===== src/icache_pkg.sv =====
package icache_pkg;

  //////////////////////////////////////////////////
  // widths
  //////////////////////////////////////////////////

  // core data and physical address
  localparam int XLEN = 32;
  localparam int PLEN = 32;

  //////////////////////////////////////////////////
  // enums
  //////////////////////////////////////////////////

  // hit stage states
  typedef enum logic [2:0] {
    ARMED        = 3'd0,
    FLUSH        = 3'd1,
    NONCACHEABLE = 3'd2,
    READ         = 3'd3,
    RECOVER0     = 3'd4,
    RECOVER1     = 3'd5
  } hit_state_e;

  // command to the fill sequencer
  typedef enum logic {
    CMD_NOP      = 1'b0,
    CMD_READLINE = 1'b1
  } bus_cmd_e;

  //////////////////////////////////////////////////
  // address field helpers
  //////////////////////////////////////////////////

  // set index bits
  function automatic int idx_bits(input int sets);
    return $clog2(sets);
  endfunction

  // word-in-line bits
  function automatic int offs_bits(input int line_words);
    return $clog2(line_words);
  endfunction

  // what is left above index, offset and byte lane
  function automatic int tag_bits(input int sets, input int line_words);
    return PLEN - idx_bits(sets) - offs_bits(line_words) - 2;
  endfunction

endpackage

===== src/icache_top.sv =====
`timescale 1ns/1ps

module icache_top import icache_pkg::*; #(
  parameter int WAYS       = 2,
  parameter int SETS       = 16,
  parameter int LINE_WORDS = 4
) (
  input  logic            clk_i,
  input  logic            rst_ni,
  // core request
  input  logic            req_i,
  input  logic [PLEN-1:0] adr_i,
  input  logic            cacheable_i,
  input  logic            misaligned_i,
  input  logic            pagefault_i,
  input  logic            access_fault_i,
  input  logic            flush_i,
  input  logic            cacheflush_req_i,
  // core response
  output logic            stall_o,
  output logic [XLEN-1:0] parcel_o,
  output logic            parcel_valid_o,
  output logic            parcel_error_o,
  output logic            parcel_misaligned_o,
  output logic            parcel_pagefault_o,
  // bus
  output logic            bus_req_o,
  output logic [PLEN-1:0] bus_adr_o,
  input  logic            bus_ack_i,
  input  logic            bus_err_i,
  input  logic [XLEN-1:0] bus_q_i
);

  localparam int IDX_W  = idx_bits(SETS);
  localparam int OFFS_W = offs_bits(LINE_WORDS);
  localparam int TAG_W  = tag_bits(SETS, LINE_WORDS);
  localparam int LINE_W = LINE_WORDS * XLEN;

  // decode
  logic              valid_cacheable;
  logic              valid_nc;
  logic [IDX_W-1:0]  idx;
  logic [TAG_W-1:0]  tag;
  logic [OFFS_W-1:0] offs;
  logic              misaligned;
  logic              pagefault;
  logic              fault;
  // store
  logic              hit;
  logic [LINE_W-1:0] hit_line;
  // ctrl
  hit_state_e        state;
  bus_cmd_e          cmd;
  logic              nc_req;
  logic              flush_all;
  // fill
  logic              fill_we;
  logic [IDX_W-1:0]  fill_idx;
  logic [TAG_W-1:0]  fill_tag;
  logic [LINE_W-1:0] fill_line;
  logic              fill_done;
  logic              fill_err;
  logic              word_ack;
  logic [XLEN-1:0]   word;

  //////////////////////////////////////////////////
  // decode stage
  //////////////////////////////////////////////////

  cache_req_decode #(
    .SETS       (SETS),
    .LINE_WORDS (LINE_WORDS)
  ) decode_i (
    .req_i             (req_i),
    .adr_i             (adr_i),
    .cacheable_i       (cacheable_i),
    .misaligned_i      (misaligned_i),
    .pagefault_i       (pagefault_i),
    .access_fault_i    (access_fault_i),
    .valid_req_o       (),
    .valid_cacheable_o (valid_cacheable),
    .valid_nc_o        (valid_nc),
    .idx_o             (idx),
    .tag_o             (tag),
    .offs_o            (offs),
    .misaligned_o      (misaligned),
    .pagefault_o       (pagefault),
    .fault_o           (fault)
  );

  //////////////////////////////////////////////////
  // storage, control and fill
  //////////////////////////////////////////////////

  cache_store #(
    .WAYS       (WAYS),
    .SETS       (SETS),
    .LINE_WORDS (LINE_WORDS)
  ) store_i (
    .clk_i       (clk_i),
    .rst_ni      (rst_ni),
    .idx_i       (idx),
    .tag_i       (tag),
    .fill_we_i   (fill_we),
    .fill_idx_i  (fill_idx),
    .fill_tag_i  (fill_tag),
    .fill_line_i (fill_line),
    .flush_all_i (flush_all),
    .hit_o       (hit),
    .hit_line_o  (hit_line)
  );

  cache_hit_ctrl ctrl_i (
    .clk_i             (clk_i),
    .rst_ni            (rst_ni),
    .valid_cacheable_i (valid_cacheable),
    .valid_nc_i        (valid_nc),
    .hit_i             (hit),
    .flush_i           (flush_i),
    .cacheflush_req_i  (cacheflush_req_i),
    .fill_done_i       (fill_done),
    .fill_err_i        (fill_err),
    .word_ack_i        (word_ack),
    .state_o           (state),
    .stall_o           (stall_o),
    .cmd_o             (cmd),
    .nc_req_o          (nc_req),
    .flush_all_o       (flush_all)
  );

  cache_fill #(
    .SETS       (SETS),
    .LINE_WORDS (LINE_WORDS)
  ) fill_i (
    .clk_i       (clk_i),
    .rst_ni      (rst_ni),
    .cmd_i       (cmd),
    .nc_req_i    (nc_req),
    .adr_i       (adr_i),
    .bus_ack_i   (bus_ack_i),
    .bus_err_i   (bus_err_i),
    .bus_q_i     (bus_q_i),
    .bus_req_o   (bus_req_o),
    .bus_adr_o   (bus_adr_o),
    .fill_we_o   (fill_we),
    .fill_idx_o  (fill_idx),
    .fill_tag_o  (fill_tag),
    .fill_line_o (fill_line),
    .fill_done_o (fill_done),
    .fill_err_o  (fill_err),
    .word_ack_o  (word_ack),
    .word_o      (word)
  );

  //////////////////////////////////////////////////
  // result to the core
  //////////////////////////////////////////////////

  cache_result #(
    .LINE_WORDS (LINE_WORDS)
  ) result_i (
    .state_i             (state),
    .valid_cacheable_i   (valid_cacheable),
    .hit_i               (hit),
    .hit_line_i          (hit_line),
    .offs_i              (offs),
    .word_ack_i          (word_ack),
    .word_i              (word),
    .fill_err_i          (fill_err),
    .fault_i             (fault),
    .misaligned_i        (misaligned),
    .pagefault_i         (pagefault),
    .parcel_o            (parcel_o),
    .parcel_valid_o      (parcel_valid_o),
    .parcel_error_o      (parcel_error_o),
    .parcel_misaligned_o (parcel_misaligned_o),
    .parcel_pagefault_o  (parcel_pagefault_o)
  );

endmodule


===== src/cache_result.sv =====
`timescale 1ns/1ps

module cache_result import icache_pkg::*; #(
  parameter int LINE_WORDS = 4
) (
  input  hit_state_e                       state_i,
  input  logic                             valid_cacheable_i,
  input  logic                             hit_i,
  input  logic [LINE_WORDS*XLEN-1:0]       hit_line_i,
  input  logic [offs_bits(LINE_WORDS)-1:0] offs_i,
  input  logic                             word_ack_i,
  input  logic [XLEN-1:0]                  word_i,
  input  logic                             fill_err_i,
  input  logic                             fault_i,
  input  logic                             misaligned_i,
  input  logic                             pagefault_i,
  output logic [XLEN-1:0]                  parcel_o,
  output logic                             parcel_valid_o,
  output logic                             parcel_error_o,
  output logic                             parcel_misaligned_o,
  output logic                             parcel_pagefault_o
);

  logic [XLEN-1:0] cache_q;

  // word picked out of the hit line
  assign cache_q = hit_line_i[offs_i*XLEN +: XLEN];

  // bus word wins when a single read returns
  assign parcel_o = word_ack_i ? word_i : cache_q;

  // valid only from the states that deliver data
  always_comb
  begin
    unique case (state_i)
      ARMED:        parcel_valid_o = (valid_cacheable_i & hit_i) | word_ack_i;
      NONCACHEABLE: parcel_valid_o = word_ack_i;
      default:      parcel_valid_o = 1'b0;
    endcase
  end

  // bus error or access fault
  assign parcel_error_o      = fill_err_i | fault_i;
  assign parcel_misaligned_o = misaligned_i;
  assign parcel_pagefault_o  = pagefault_i;

endmodule


===== src/cache_hit_ctrl.sv =====
`timescale 1ns/1ps

module cache_hit_ctrl import icache_pkg::*; (
  input  logic       clk_i,
  input  logic       rst_ni,
  input  logic       valid_cacheable_i,
  input  logic       valid_nc_i,
  input  logic       hit_i,
  input  logic       flush_i,
  input  logic       cacheflush_req_i,
  input  logic       fill_done_i,
  input  logic       fill_err_i,
  input  logic       word_ack_i,
  output hit_state_e state_o,
  output logic       stall_o,
  output bus_cmd_e   cmd_o,
  output logic       nc_req_o,
  output logic       flush_all_o
);

  hit_state_e state_q;
  hit_state_e state_d;
  logic       cacheflush_q;
  logic       nc_start;
  logic       miss_start;
  logic       nc_done;

  //////////////////////////////////////////////////
  // start conditions
  //////////////////////////////////////////////////

  // pipe flush and a pending cache flush both block new bus work
  assign nc_start   = valid_nc_i & ~flush_i & ~cacheflush_q;
  assign miss_start = valid_cacheable_i & ~hit_i & ~flush_i & ~cacheflush_q;
  // single read finished, good or bad
  assign nc_done    = word_ack_i | fill_err_i;

  // cache flush held until the FLUSH state takes it
  always_ff @(posedge clk_i or negedge rst_ni)
  begin
    if (!rst_ni)
    begin
      cacheflush_q <= 1'b0;
    end
    else
    begin
      cacheflush_q <= cacheflush_req_i | (cacheflush_q & (state_q != FLUSH));
    end
  end

  //////////////////////////////////////////////////
  // state machine
  //////////////////////////////////////////////////

  always_comb
  begin
    state_d = state_q;
    unique case (state_q)
      ARMED:
      begin
        if (cacheflush_q)
          state_d = FLUSH;
        // zero-wait ack completes in ARMED itself
        else if (nc_start && !nc_done)
          state_d = NONCACHEABLE;
        else if (miss_start)
          state_d = READ;
      end
      FLUSH:        state_d = RECOVER0;
      // held request, so leave only on the bus response
      NONCACHEABLE: if (nc_done) state_d = ARMED;
      READ:         if (fill_done_i || fill_err_i) state_d = RECOVER0;
      // tag and data re-read after the write
      RECOVER0:     state_d = RECOVER1;
      RECOVER1:     state_d = ARMED;
      default:      state_d = ARMED;
    endcase
  end

  always_ff @(posedge clk_i or negedge rst_ni)
  begin
    if (!rst_ni)
      state_q <= ARMED;
    else
      state_q <= state_d;
  end

  //////////////////////////////////////////////////
  // outputs
  //////////////////////////////////////////////////

  assign state_o     = state_q;
  assign flush_all_o = (state_q == FLUSH);

  // one-cycle pulse, only leaves ARMED once
  assign cmd_o = (state_q == ARMED && miss_start) ? CMD_READLINE : CMD_NOP;

  // level, stays up until the word returns
  assign nc_req_o = ((state_q == ARMED) & nc_start) | (state_q == NONCACHEABLE);

  // core stall per state
  always_comb
  begin
    unique case (state_q)
      ARMED:        stall_o = (valid_cacheable_i & ~hit_i) | (valid_nc_i & ~nc_done);
      NONCACHEABLE: stall_o = ~nc_done;
      FLUSH,
      READ,
      RECOVER0,
      RECOVER1:     stall_o = 1'b1;
      default:      stall_o = 1'b0;
    endcase
  end

endmodule


===== src/cache_fill.sv =====
`timescale 1ns/1ps

module cache_fill import icache_pkg::*; #(
  parameter int SETS       = 16,
  parameter int LINE_WORDS = 4
) (
  input  logic                                  clk_i,
  input  logic                                  rst_ni,
  input  bus_cmd_e                              cmd_i,
  input  logic                                  nc_req_i,
  input  logic [PLEN-1:0]                       adr_i,
  input  logic                                  bus_ack_i,
  input  logic                                  bus_err_i,
  input  logic [XLEN-1:0]                       bus_q_i,
  output logic                                  bus_req_o,
  output logic [PLEN-1:0]                       bus_adr_o,
  output logic                                  fill_we_o,
  output logic [idx_bits(SETS)-1:0]             fill_idx_o,
  output logic [tag_bits(SETS, LINE_WORDS)-1:0] fill_tag_o,
  output logic [LINE_WORDS*XLEN-1:0]            fill_line_o,
  output logic                                  fill_done_o,
  output logic                                  fill_err_o,
  output logic                                  word_ack_o,
  output logic [XLEN-1:0]                       word_o
);

  localparam int IDX_W  = idx_bits(SETS);
  localparam int OFFS_W = offs_bits(LINE_WORDS);
  localparam int TAG_W  = tag_bits(SETS, LINE_WORDS);
  // line address, tag plus index
  localparam int BASE_W = PLEN - 2 - OFFS_W;

  logic                       filling_q;
  logic                       we_q;
  logic [OFFS_W-1:0]          cnt_q;
  logic [BASE_W-1:0]          base_q;
  logic [LINE_WORDS*XLEN-1:0] line_q;
  logic                       last_word;

  assign last_word = (cnt_q == OFFS_W'(LINE_WORDS - 1));

  //////////////////////////////////////////////////
  // line sequencer
  //////////////////////////////////////////////////

  always_ff @(posedge clk_i or negedge rst_ni)
  begin
    if (!rst_ni)
    begin
      filling_q <= 1'b0;
      we_q      <= 1'b0;
      cnt_q     <= '0;
    end
    else
    begin
      we_q <= 1'b0;
      if (cmd_i == CMD_READLINE)
      begin
        filling_q <= 1'b1;
        cnt_q     <= '0;
      end
      else if (filling_q && bus_err_i)
      begin
        // abort, line never written
        filling_q <= 1'b0;
      end
      else if (filling_q && bus_ack_i)
      begin
        cnt_q <= cnt_q + 1'b1;
        if (last_word)
        begin
          filling_q <= 1'b0;
          we_q      <= 1'b1;
        end
      end
    end
  end

  // line base and gathered words
  always_ff @(posedge clk_i)
  begin
    if (cmd_i == CMD_READLINE)
    begin
      base_q <= adr_i[PLEN-1 -: BASE_W];
    end
    if (filling_q && bus_ack_i)
    begin
      line_q[cnt_q*XLEN +: XLEN] <= bus_q_i;
    end
  end

  //////////////////////////////////////////////////
  // bus side
  //////////////////////////////////////////////////

  // one word at a time, level held until ack or err
  assign bus_req_o = filling_q | nc_req_i;
  assign bus_adr_o = filling_q ? {base_q, cnt_q, 2'b00} : {adr_i[PLEN-1:2], 2'b00};

  // storage write the cycle after the last ack
  assign fill_we_o   = we_q;
  assign fill_done_o = we_q;
  assign fill_idx_o  = base_q[IDX_W-1:0];
  assign fill_tag_o  = base_q[BASE_W-1 -: TAG_W];
  assign fill_line_o = line_q;

  // error covers both line fills and single reads
  assign fill_err_o = bus_err_i & (filling_q | nc_req_i);

  // single non-cacheable word straight to the core
  assign word_ack_o = bus_ack_i & nc_req_i & ~filling_q;
  assign word_o     = bus_q_i;

endmodule


===== src/cache_store.sv =====
`timescale 1ns/1ps

module cache_store import icache_pkg::*; #(
  parameter int WAYS       = 2,
  parameter int SETS       = 16,
  parameter int LINE_WORDS = 4
) (
  input  logic                                  clk_i,
  input  logic                                  rst_ni,
  input  logic [idx_bits(SETS)-1:0]             idx_i,
  input  logic [tag_bits(SETS, LINE_WORDS)-1:0] tag_i,
  input  logic                                  fill_we_i,
  input  logic [idx_bits(SETS)-1:0]             fill_idx_i,
  input  logic [tag_bits(SETS, LINE_WORDS)-1:0] fill_tag_i,
  input  logic [LINE_WORDS*XLEN-1:0]            fill_line_i,
  input  logic                                  flush_all_i,
  output logic                                  hit_o,
  output logic [LINE_WORDS*XLEN-1:0]            hit_line_o
);

  localparam int TAG_W  = tag_bits(SETS, LINE_WORDS);
  localparam int LINE_W = LINE_WORDS * XLEN;
  localparam int WAY_W  = (WAYS > 1) ? $clog2(WAYS) : 1;

  // valid bits packed per set, one per way
  logic [WAYS-1:0]   valid_q [SETS];
  logic [TAG_W-1:0]  tag_q   [WAYS][SETS];
  logic [LINE_W-1:0] data_q  [WAYS][SETS];
  // round-robin victim pointer per set
  logic [WAY_W-1:0]  rr_q    [SETS];
  logic [WAY_W-1:0]  victim;
  logic [WAYS-1:0]   way_hit;

  //////////////////////////////////////////////////
  // lookup
  //////////////////////////////////////////////////

  // all ways compared in parallel
  always_comb
  begin
    hit_line_o = '0;
    for (int w = 0; w < WAYS; w++)
    begin
      way_hit[w] = valid_q[idx_i][w] && (tag_q[w][idx_i] == tag_i);
      // at most one way matches, so OR-ing is a mux
      if (way_hit[w])
      begin
        hit_line_o = hit_line_o | data_q[w][idx_i];
      end
    end
  end

  assign hit_o = |way_hit;

  //////////////////////////////////////////////////
  // valid bits and replacement
  //////////////////////////////////////////////////

  assign victim = rr_q[fill_idx_i];

  always_ff @(posedge clk_i or negedge rst_ni)
  begin
    if (!rst_ni)
    begin
      for (int s = 0; s < SETS; s++)
      begin
        valid_q[s] <= '0;
        rr_q[s]    <= '0;
      end
    end
    else if (flush_all_i)
    begin
      // whole cache invalid in one cycle
      for (int s = 0; s < SETS; s++)
      begin
        valid_q[s] <= '0;
      end
    end
    else if (fill_we_i)
    begin
      valid_q[fill_idx_i][victim] <= 1'b1;
      // step to next way, wrap at WAYS
      rr_q[fill_idx_i] <= (victim == WAY_W'(WAYS - 1)) ? '0 : victim + 1'b1;
    end
  end

  // tag and line storage
  always_ff @(posedge clk_i)
  begin
    if (fill_we_i)
    begin
      tag_q[victim][fill_idx_i]  <= fill_tag_i;
      data_q[victim][fill_idx_i] <= fill_line_i;
    end
  end

endmodule


===== src/cache_req_decode.sv =====
`timescale 1ns/1ps

module cache_req_decode import icache_pkg::*; #(
  parameter int SETS       = 16,
  parameter int LINE_WORDS = 4
) (
  input  logic                                  req_i,
  input  logic [PLEN-1:0]                       adr_i,
  input  logic                                  cacheable_i,
  input  logic                                  misaligned_i,
  input  logic                                  pagefault_i,
  input  logic                                  access_fault_i,
  output logic                                  valid_req_o,
  output logic                                  valid_cacheable_o,
  output logic                                  valid_nc_o,
  output logic [idx_bits(SETS)-1:0]             idx_o,
  output logic [tag_bits(SETS, LINE_WORDS)-1:0] tag_o,
  output logic [offs_bits(LINE_WORDS)-1:0]      offs_o,
  output logic                                  misaligned_o,
  output logic                                  pagefault_o,
  output logic                                  fault_o
);

  localparam int IDX_W  = idx_bits(SETS);
  localparam int OFFS_W = offs_bits(LINE_WORDS);
  localparam int TAG_W  = tag_bits(SETS, LINE_WORDS);

  logic faulted;

  //////////////////////////////////////////////////
  // request qualification
  //////////////////////////////////////////////////

  // any fault kills the request before it reaches the FSM
  assign faulted     = misaligned_i | pagefault_i | access_fault_i;
  assign valid_req_o = req_i & ~faulted;

  // split by memory attribute
  assign valid_cacheable_o = valid_req_o & cacheable_i;
  assign valid_nc_o        = valid_req_o & ~cacheable_i;

  // fault flags only count with a request
  assign misaligned_o = req_i & misaligned_i;
  assign pagefault_o  = req_i & pagefault_i;
  assign fault_o      = req_i & access_fault_i;

  //////////////////////////////////////////////////
  // address fields
  //////////////////////////////////////////////////

  // byte lane [1:0], then word offset, then set index
  assign offs_o = adr_i[2 +: OFFS_W];
  assign idx_o  = adr_i[2 + OFFS_W +: IDX_W];
  assign tag_o  = adr_i[PLEN-1 -: TAG_W];

endmodule


===== config.mk =====
export PLATFORM = sky130hd
export DESIGN_NAME = icache_top
export DESIGN_NICKNAME = d
export VERILOG_FILES = /design/src/icache_pkg.sv /design/src/icache_top.sv /design/src/cache_result.sv /design/src/cache_hit_ctrl.sv /design/src/cache_fill.sv /design/src/cache_store.sv /design/src/cache_req_decode.sv
export SDC_FILE = /design/constraint.sdc
export NUM_CORES = 2
export LEC_CHECK = 0
export BUFFER_PORTS_ARGS = -buffer_cell sky130_fd_sc_hd__buf_2
export CORE_UTILIZATION = 30
export DETAILED_ROUTE_END_ITERATION = 12
export HOLD_SLACK_MARGIN = 0.06
export PLACE_DENSITY = 0.46
export SKIP_LAST_GASP = 1
export SYNTH_ARGS = -nofsm -noshare
export SYNTH_HDL_FRONTEND = slang
export SYNTH_MEMORY_MAX_BITS = 65536
export SYNTH_SLANG_ARGS = --single-unit

===== constraint.sdc =====
create_clock -name clk_i -period 24.6 [get_ports clk_i]
set_input_delay 1.23 -clock clk_i [delete_from_list [all_inputs] [get_ports clk_i]]
set_output_delay 1.23 -clock clk_i [all_outputs]
set_load 0.02 [all_outputs]

==> summary.md <==
The run finished with clean final reports. The Yosys step of the flow raised 0 warnings. In this run the critical register-to-register path is launched from fill_i.base_q[0].

In the synthesized netlist the async set-or-reset flop fraction comes to 1.103%. Overall routing resource usage: 17.21%. DRC marker count from the first detailed-route iteration: 9099.

The worst setup path is captured at an output pin. The worst ir drop on vdd was 85.39 uV; the combined area of all synthesized cells was 196200 sq um. For this design the static power due to leakage is 71.70 nW.

The logs give 4 for the clock tree buffer depth and 0 for the max-slew violation total from the final report. The tools report the number of H-tree levels as 6. The number of top-level pins is 145, and the register bit count reported by yosys is 5076. By area the synthesized netlist is led by sky130_fd_sc_hd__edfxtp_1 (77%), sky130_fd_sc_hd__mux4_2 (17%), sky130_fd_sc_hd__mux2i_1 (1.1%). The final routed DRC violation total was 0; the minimum clock period after layout was 9847 ps.

The most critical setup path has its startpoint at adr_i[5]. Data on the critical path is required at its endpoint by 23370 ps. Of the synthesized area, sequential elements account for 77.55%. The final clock period utilization by the worst path is 40.03%.

The wire-length estimate of the detail-placed layout is 296400 microns. The most numerous cell type found on the critical path is sky130_fd_sc_hd__buf_4. The number of antenna violations at the first check in global routing is 57, and the fraction of final layout cells sized beyond drive strength 1 is 29.78%.

The routed layout has 92100 vias. The delay contributed by the slowest stage of the critical path works out to 810 ps. Via count of the first global-routing pass: 96660.

For the post-CTS setup-driven buffer insertion count, the log shows 0. The synthesized netlist cell count was 8280. After detailed routing, the total wire length is 579700 microns.

Of all nets on the critical path, the largest fanout is 102. The tools report the unique cell type count in the Yosys netlist as 85. Averaged over all synthesized cells, the footprint is 23.69 sq um. The later pin in the worst-skew pair is clocked with a latency of 1090 ps. The first detailed-routing pass took 7 iterations. Across the run, the number of max-cap violations was 0. The floorplan has 296 rows. The run gives 14590 ps as the worst slack after detailed placement. The tools report the highest clock frequency the design can meet as 101.6 MHz. Setup repair after global routing left no endpoint under its margin. For the pin with the worst max-slew slack, the measured transition is 1282 ps. The number of clock buffers added by TritonCTS is 539.

The standard cell core area is 650700 sq um, and the final setup violation count is 0. For the wire length of the first global-routing pass, the log shows 796900 microns. Kind of critical path: primary input to output pin. In this run the biggest area consumer among cell types represents 76.84% of the synthesized area. Clock tree root buffer cell: sky130_fd_sc_hd__clkbuf_16.

The cell with the largest stage delay on the worst path is sky130_fd_sc_hd__buf_4. Grouping stages by cell kind, the critical path spends the most delay in buffers and inverters. Post-CTS repair changed the size of 0 cells.

The count of flip-flops with a built-in enable after synthesis was 5020; the floorplan die area was 657200 sq um. The most used flip-flop cell after synthesis was sky130_fd_sc_hd__edfxtp_1. TritonCTS built the clock tree. After detailed routing, the average wire length per cell comes to 32.47 microns. Once routing completed, OpenROAD measured the worst setup slack at 14750 ps. The clock drives 5076 sinks. The count of hold buffers inserted by post-cts repair was 0; the pin count of the biggest net entering global routing was 136. Power spread over the standard cell area amounts to 80.11 nW/um^2.

Traced cell by cell, the critical path runs through buf_12 -> buf_4 -> buf_4 -> buf_4 -> mux4_2 -> mux2i_1 -> xnor2_1 -> a221o_1 -> a221oi_2 -> nand4_1 -> buf_4 -> or3_2 -> buf_4 -> o32ai_1 -> o22a_1 -> buf_2. Dividing the detail-routed via count by the number of cells gives 5.159. The die extent in x was 810.7 microns; the combined buffer and inverter count along the critical path was 7. The final number of hold-violating endpoints is 0, and the final antenna-violating net count is 0.

The floorplan die height was 810.7 microns. The arrival time reported for the critical path endpoint is 8620 ps, and the total overflow reported by the global router is 0. The clock input transition at the sequential cells of the worst setup and hold paths is 60 ps. Buffers placed on the I/O ports in this run total 140. The tightest min-delay check is of the primary input to async pin type. The area growth from synthesis to layout is 14.55%. The final layout contains 8844 nets. The tools report the total negative slack as 0 ps. Launching element type of the critical path: a primary input. For this configuration, the core starts out at a cell density of 30.15%. The worst slew margin relative to its limit was 14.36%. At the end of routability-driven placement, the weighted congestion stood at 0.7725. The worst clock skew on the final layout came out at 53.09 ps. The largest area contributor in the synthesized netlist was sky130_fd_sc_hd__edfxtp_1.

Power comes to 18.00 mW.
## cells in the mapped netlist, types with 15 or more instances
master / count
sky130_fd_sc_hd__xnor2_1: 40
sky130_fd_sc_hd__buf_1: 79
sky130_fd_sc_hd__a221oi_1: 15
sky130_fd_sc_hd__buf_6: 20
sky130_fd_sc_hd__nor2_1: 189
sky130_fd_sc_hd__o21ai_0: 54
sky130_fd_sc_hd__buf_4: 38
sky130_fd_sc_hd__edfxtp_1: 5020
sky130_fd_sc_hd__and2_1: 137
sky130_fd_sc_hd__and3_1: 15
sky130_fd_sc_hd__nor3_1: 17
sky130_fd_sc_hd__dfrtp_1: 56
sky130_fd_sc_hd__a211o_1: 17
sky130_fd_sc_hd__buf_2: 175
sky130_fd_sc_hd__mux2i_1: 221
sky130_fd_sc_hd__o31ai_1: 15
sky130_fd_sc_hd__nand2_1: 99
sky130_fd_sc_hd__clkbuf_1: 147
sky130_fd_sc_hd__a22oi_1: 23
sky130_fd_sc_hd__a21oi_1: 34
sky130_fd_sc_hd__mux4_2: 1441
sky130_fd_sc_hd__xor2_1: 19
sky130_fd_sc_hd__nor4_1: 35
sky130_fd_sc_hd__or3_1: 38
sky130_fd_sc_hd__mux2_2: 70
## worst paths after layout
kind / endpoint / slack, ps / depth (start not counted)
setup / recovery: parcel_o[27] / 14750 / 16
hold / removal: store_i.valid_q[27] / 440 / 2
setup reg to reg: store_i.data_q[0][1834] / 18920 / 8
hold reg to reg: store_i.valid_q[10] / 500 / 2
max in group asynchronous: fill_i.filling_q / 23490 / 2
min in group clk_i: fill_i.base_q[23] / 450 / 1
## layout by cell type (no fill, tap or decap), drive strengths merged, types with 7 or more instances in the layout
master	n
a22oi	23
o41ai	9
buf	403
xor2	19
and2	138
o221ai	13
nand4	13
nor3	17
o31ai	15
or3	38
nand3	13
a21oi	34
mux2	70
o22ai	11
bufinv	25
nor2b	14
xnor2	40
clkbuf	668
and3	15
diode	30
nand2b	10
a31oi	7
clkinvlp	8
mux2i	221
nor2	190
clkinv	226
a2bb2oi	8
dfrtp	56
nand2	99
a21o	14
nor3b	7
inv	43
o2111a	13
a221oi	24
edfxtp	5020
mux4	1441
o21ai	58
a211o	17
nor4	36
## cell families (layout without fill, tap and decap cells)
group | count (synthesis) | after routing | synth area share, %
DFF | 5076 | 5076 | 77.55
muxes | 1732 | 1732 | 18.07
and+or+nand+nor | 617 | 617 | 1.622
buffers and inverters | 474 | 1373 | 1.185
AOI/OAI and AO/OA | 315 | 315 | 1.267
xor gates and xnor gates | 59 | 59 | 0.2634
adders and majority gates | 6 | 6 | 0.03826
other | 1 | 32 | 0.001911
## metal layers
metal  track usage (%)  wire length, microns  share of wire, %  vias up
met5                 0                    55            0.0095        -
met4             4.168                 14830               2.6        8
met3             1.990                 28430               4.9      727
met2             29.50                291000                50     2841
met1             23.46                245300                42    51970
li1                  -                     -                 -    36550
## through the flow
step | cells | cell area (sq um) | hold WS [ps] | util, %
after floorplan | 8281 | 196200 | 460.8 | -
after global placement | 16860 | 208100 | 480.9 | 31.98
after detailed placement | 16860 | 208100 | 489.2 | 31.98
after CTS | 17820 | 224700 | 338.7 | 34.53
after global routing | 17840 | 224700 | 386.9 | 34.53
final | 17850 | 224700 | 442.1 | 34.54
## power breakdown
part / leakage [nW] / internal (mW) / switching, mW
Combinational: 15.3 / 0.334 / 0.517
Clock: 8.14 / 4.39 / 3.37
Sequential: 48.3 / 9.38 / 0.00950
## state kept, by name (all words and copies together), names as in the netlist
| register | flops |
|---|---|
| fill_i.filling_q | 1 |
| store_i.rr_q | 16 |
| fill_i.fill_line_o | 128 |
| store_i.valid_q | 32 |
| ctrl_i.state_o | 3 |
| ctrl_i.cacheflush_q | 1 |
| fill_i.fill_done_o | 1 |
| store_i.tag_q | 768 |
| store_i.data_q | 4096 |
| fill_i.cnt_q | 2 |
| fill_i.base_q | 28 |
## cell type report
cell class | instances | area, sq um
Antenna cell | 30 | 75.07
Clock buffer | 668 | 14290
Clock inverter | 290 | 2281
Fill cell | 59810 | 426000
Inverter | 12 | 52.55
Multi-Input combinational cell | 2731 | 42090
Sequential cell | 5076 | 152100
Tap cell | 8642 | 10810
Timing Repair Buffer | 403 | 2990
(Power assumes the default switching activity.)
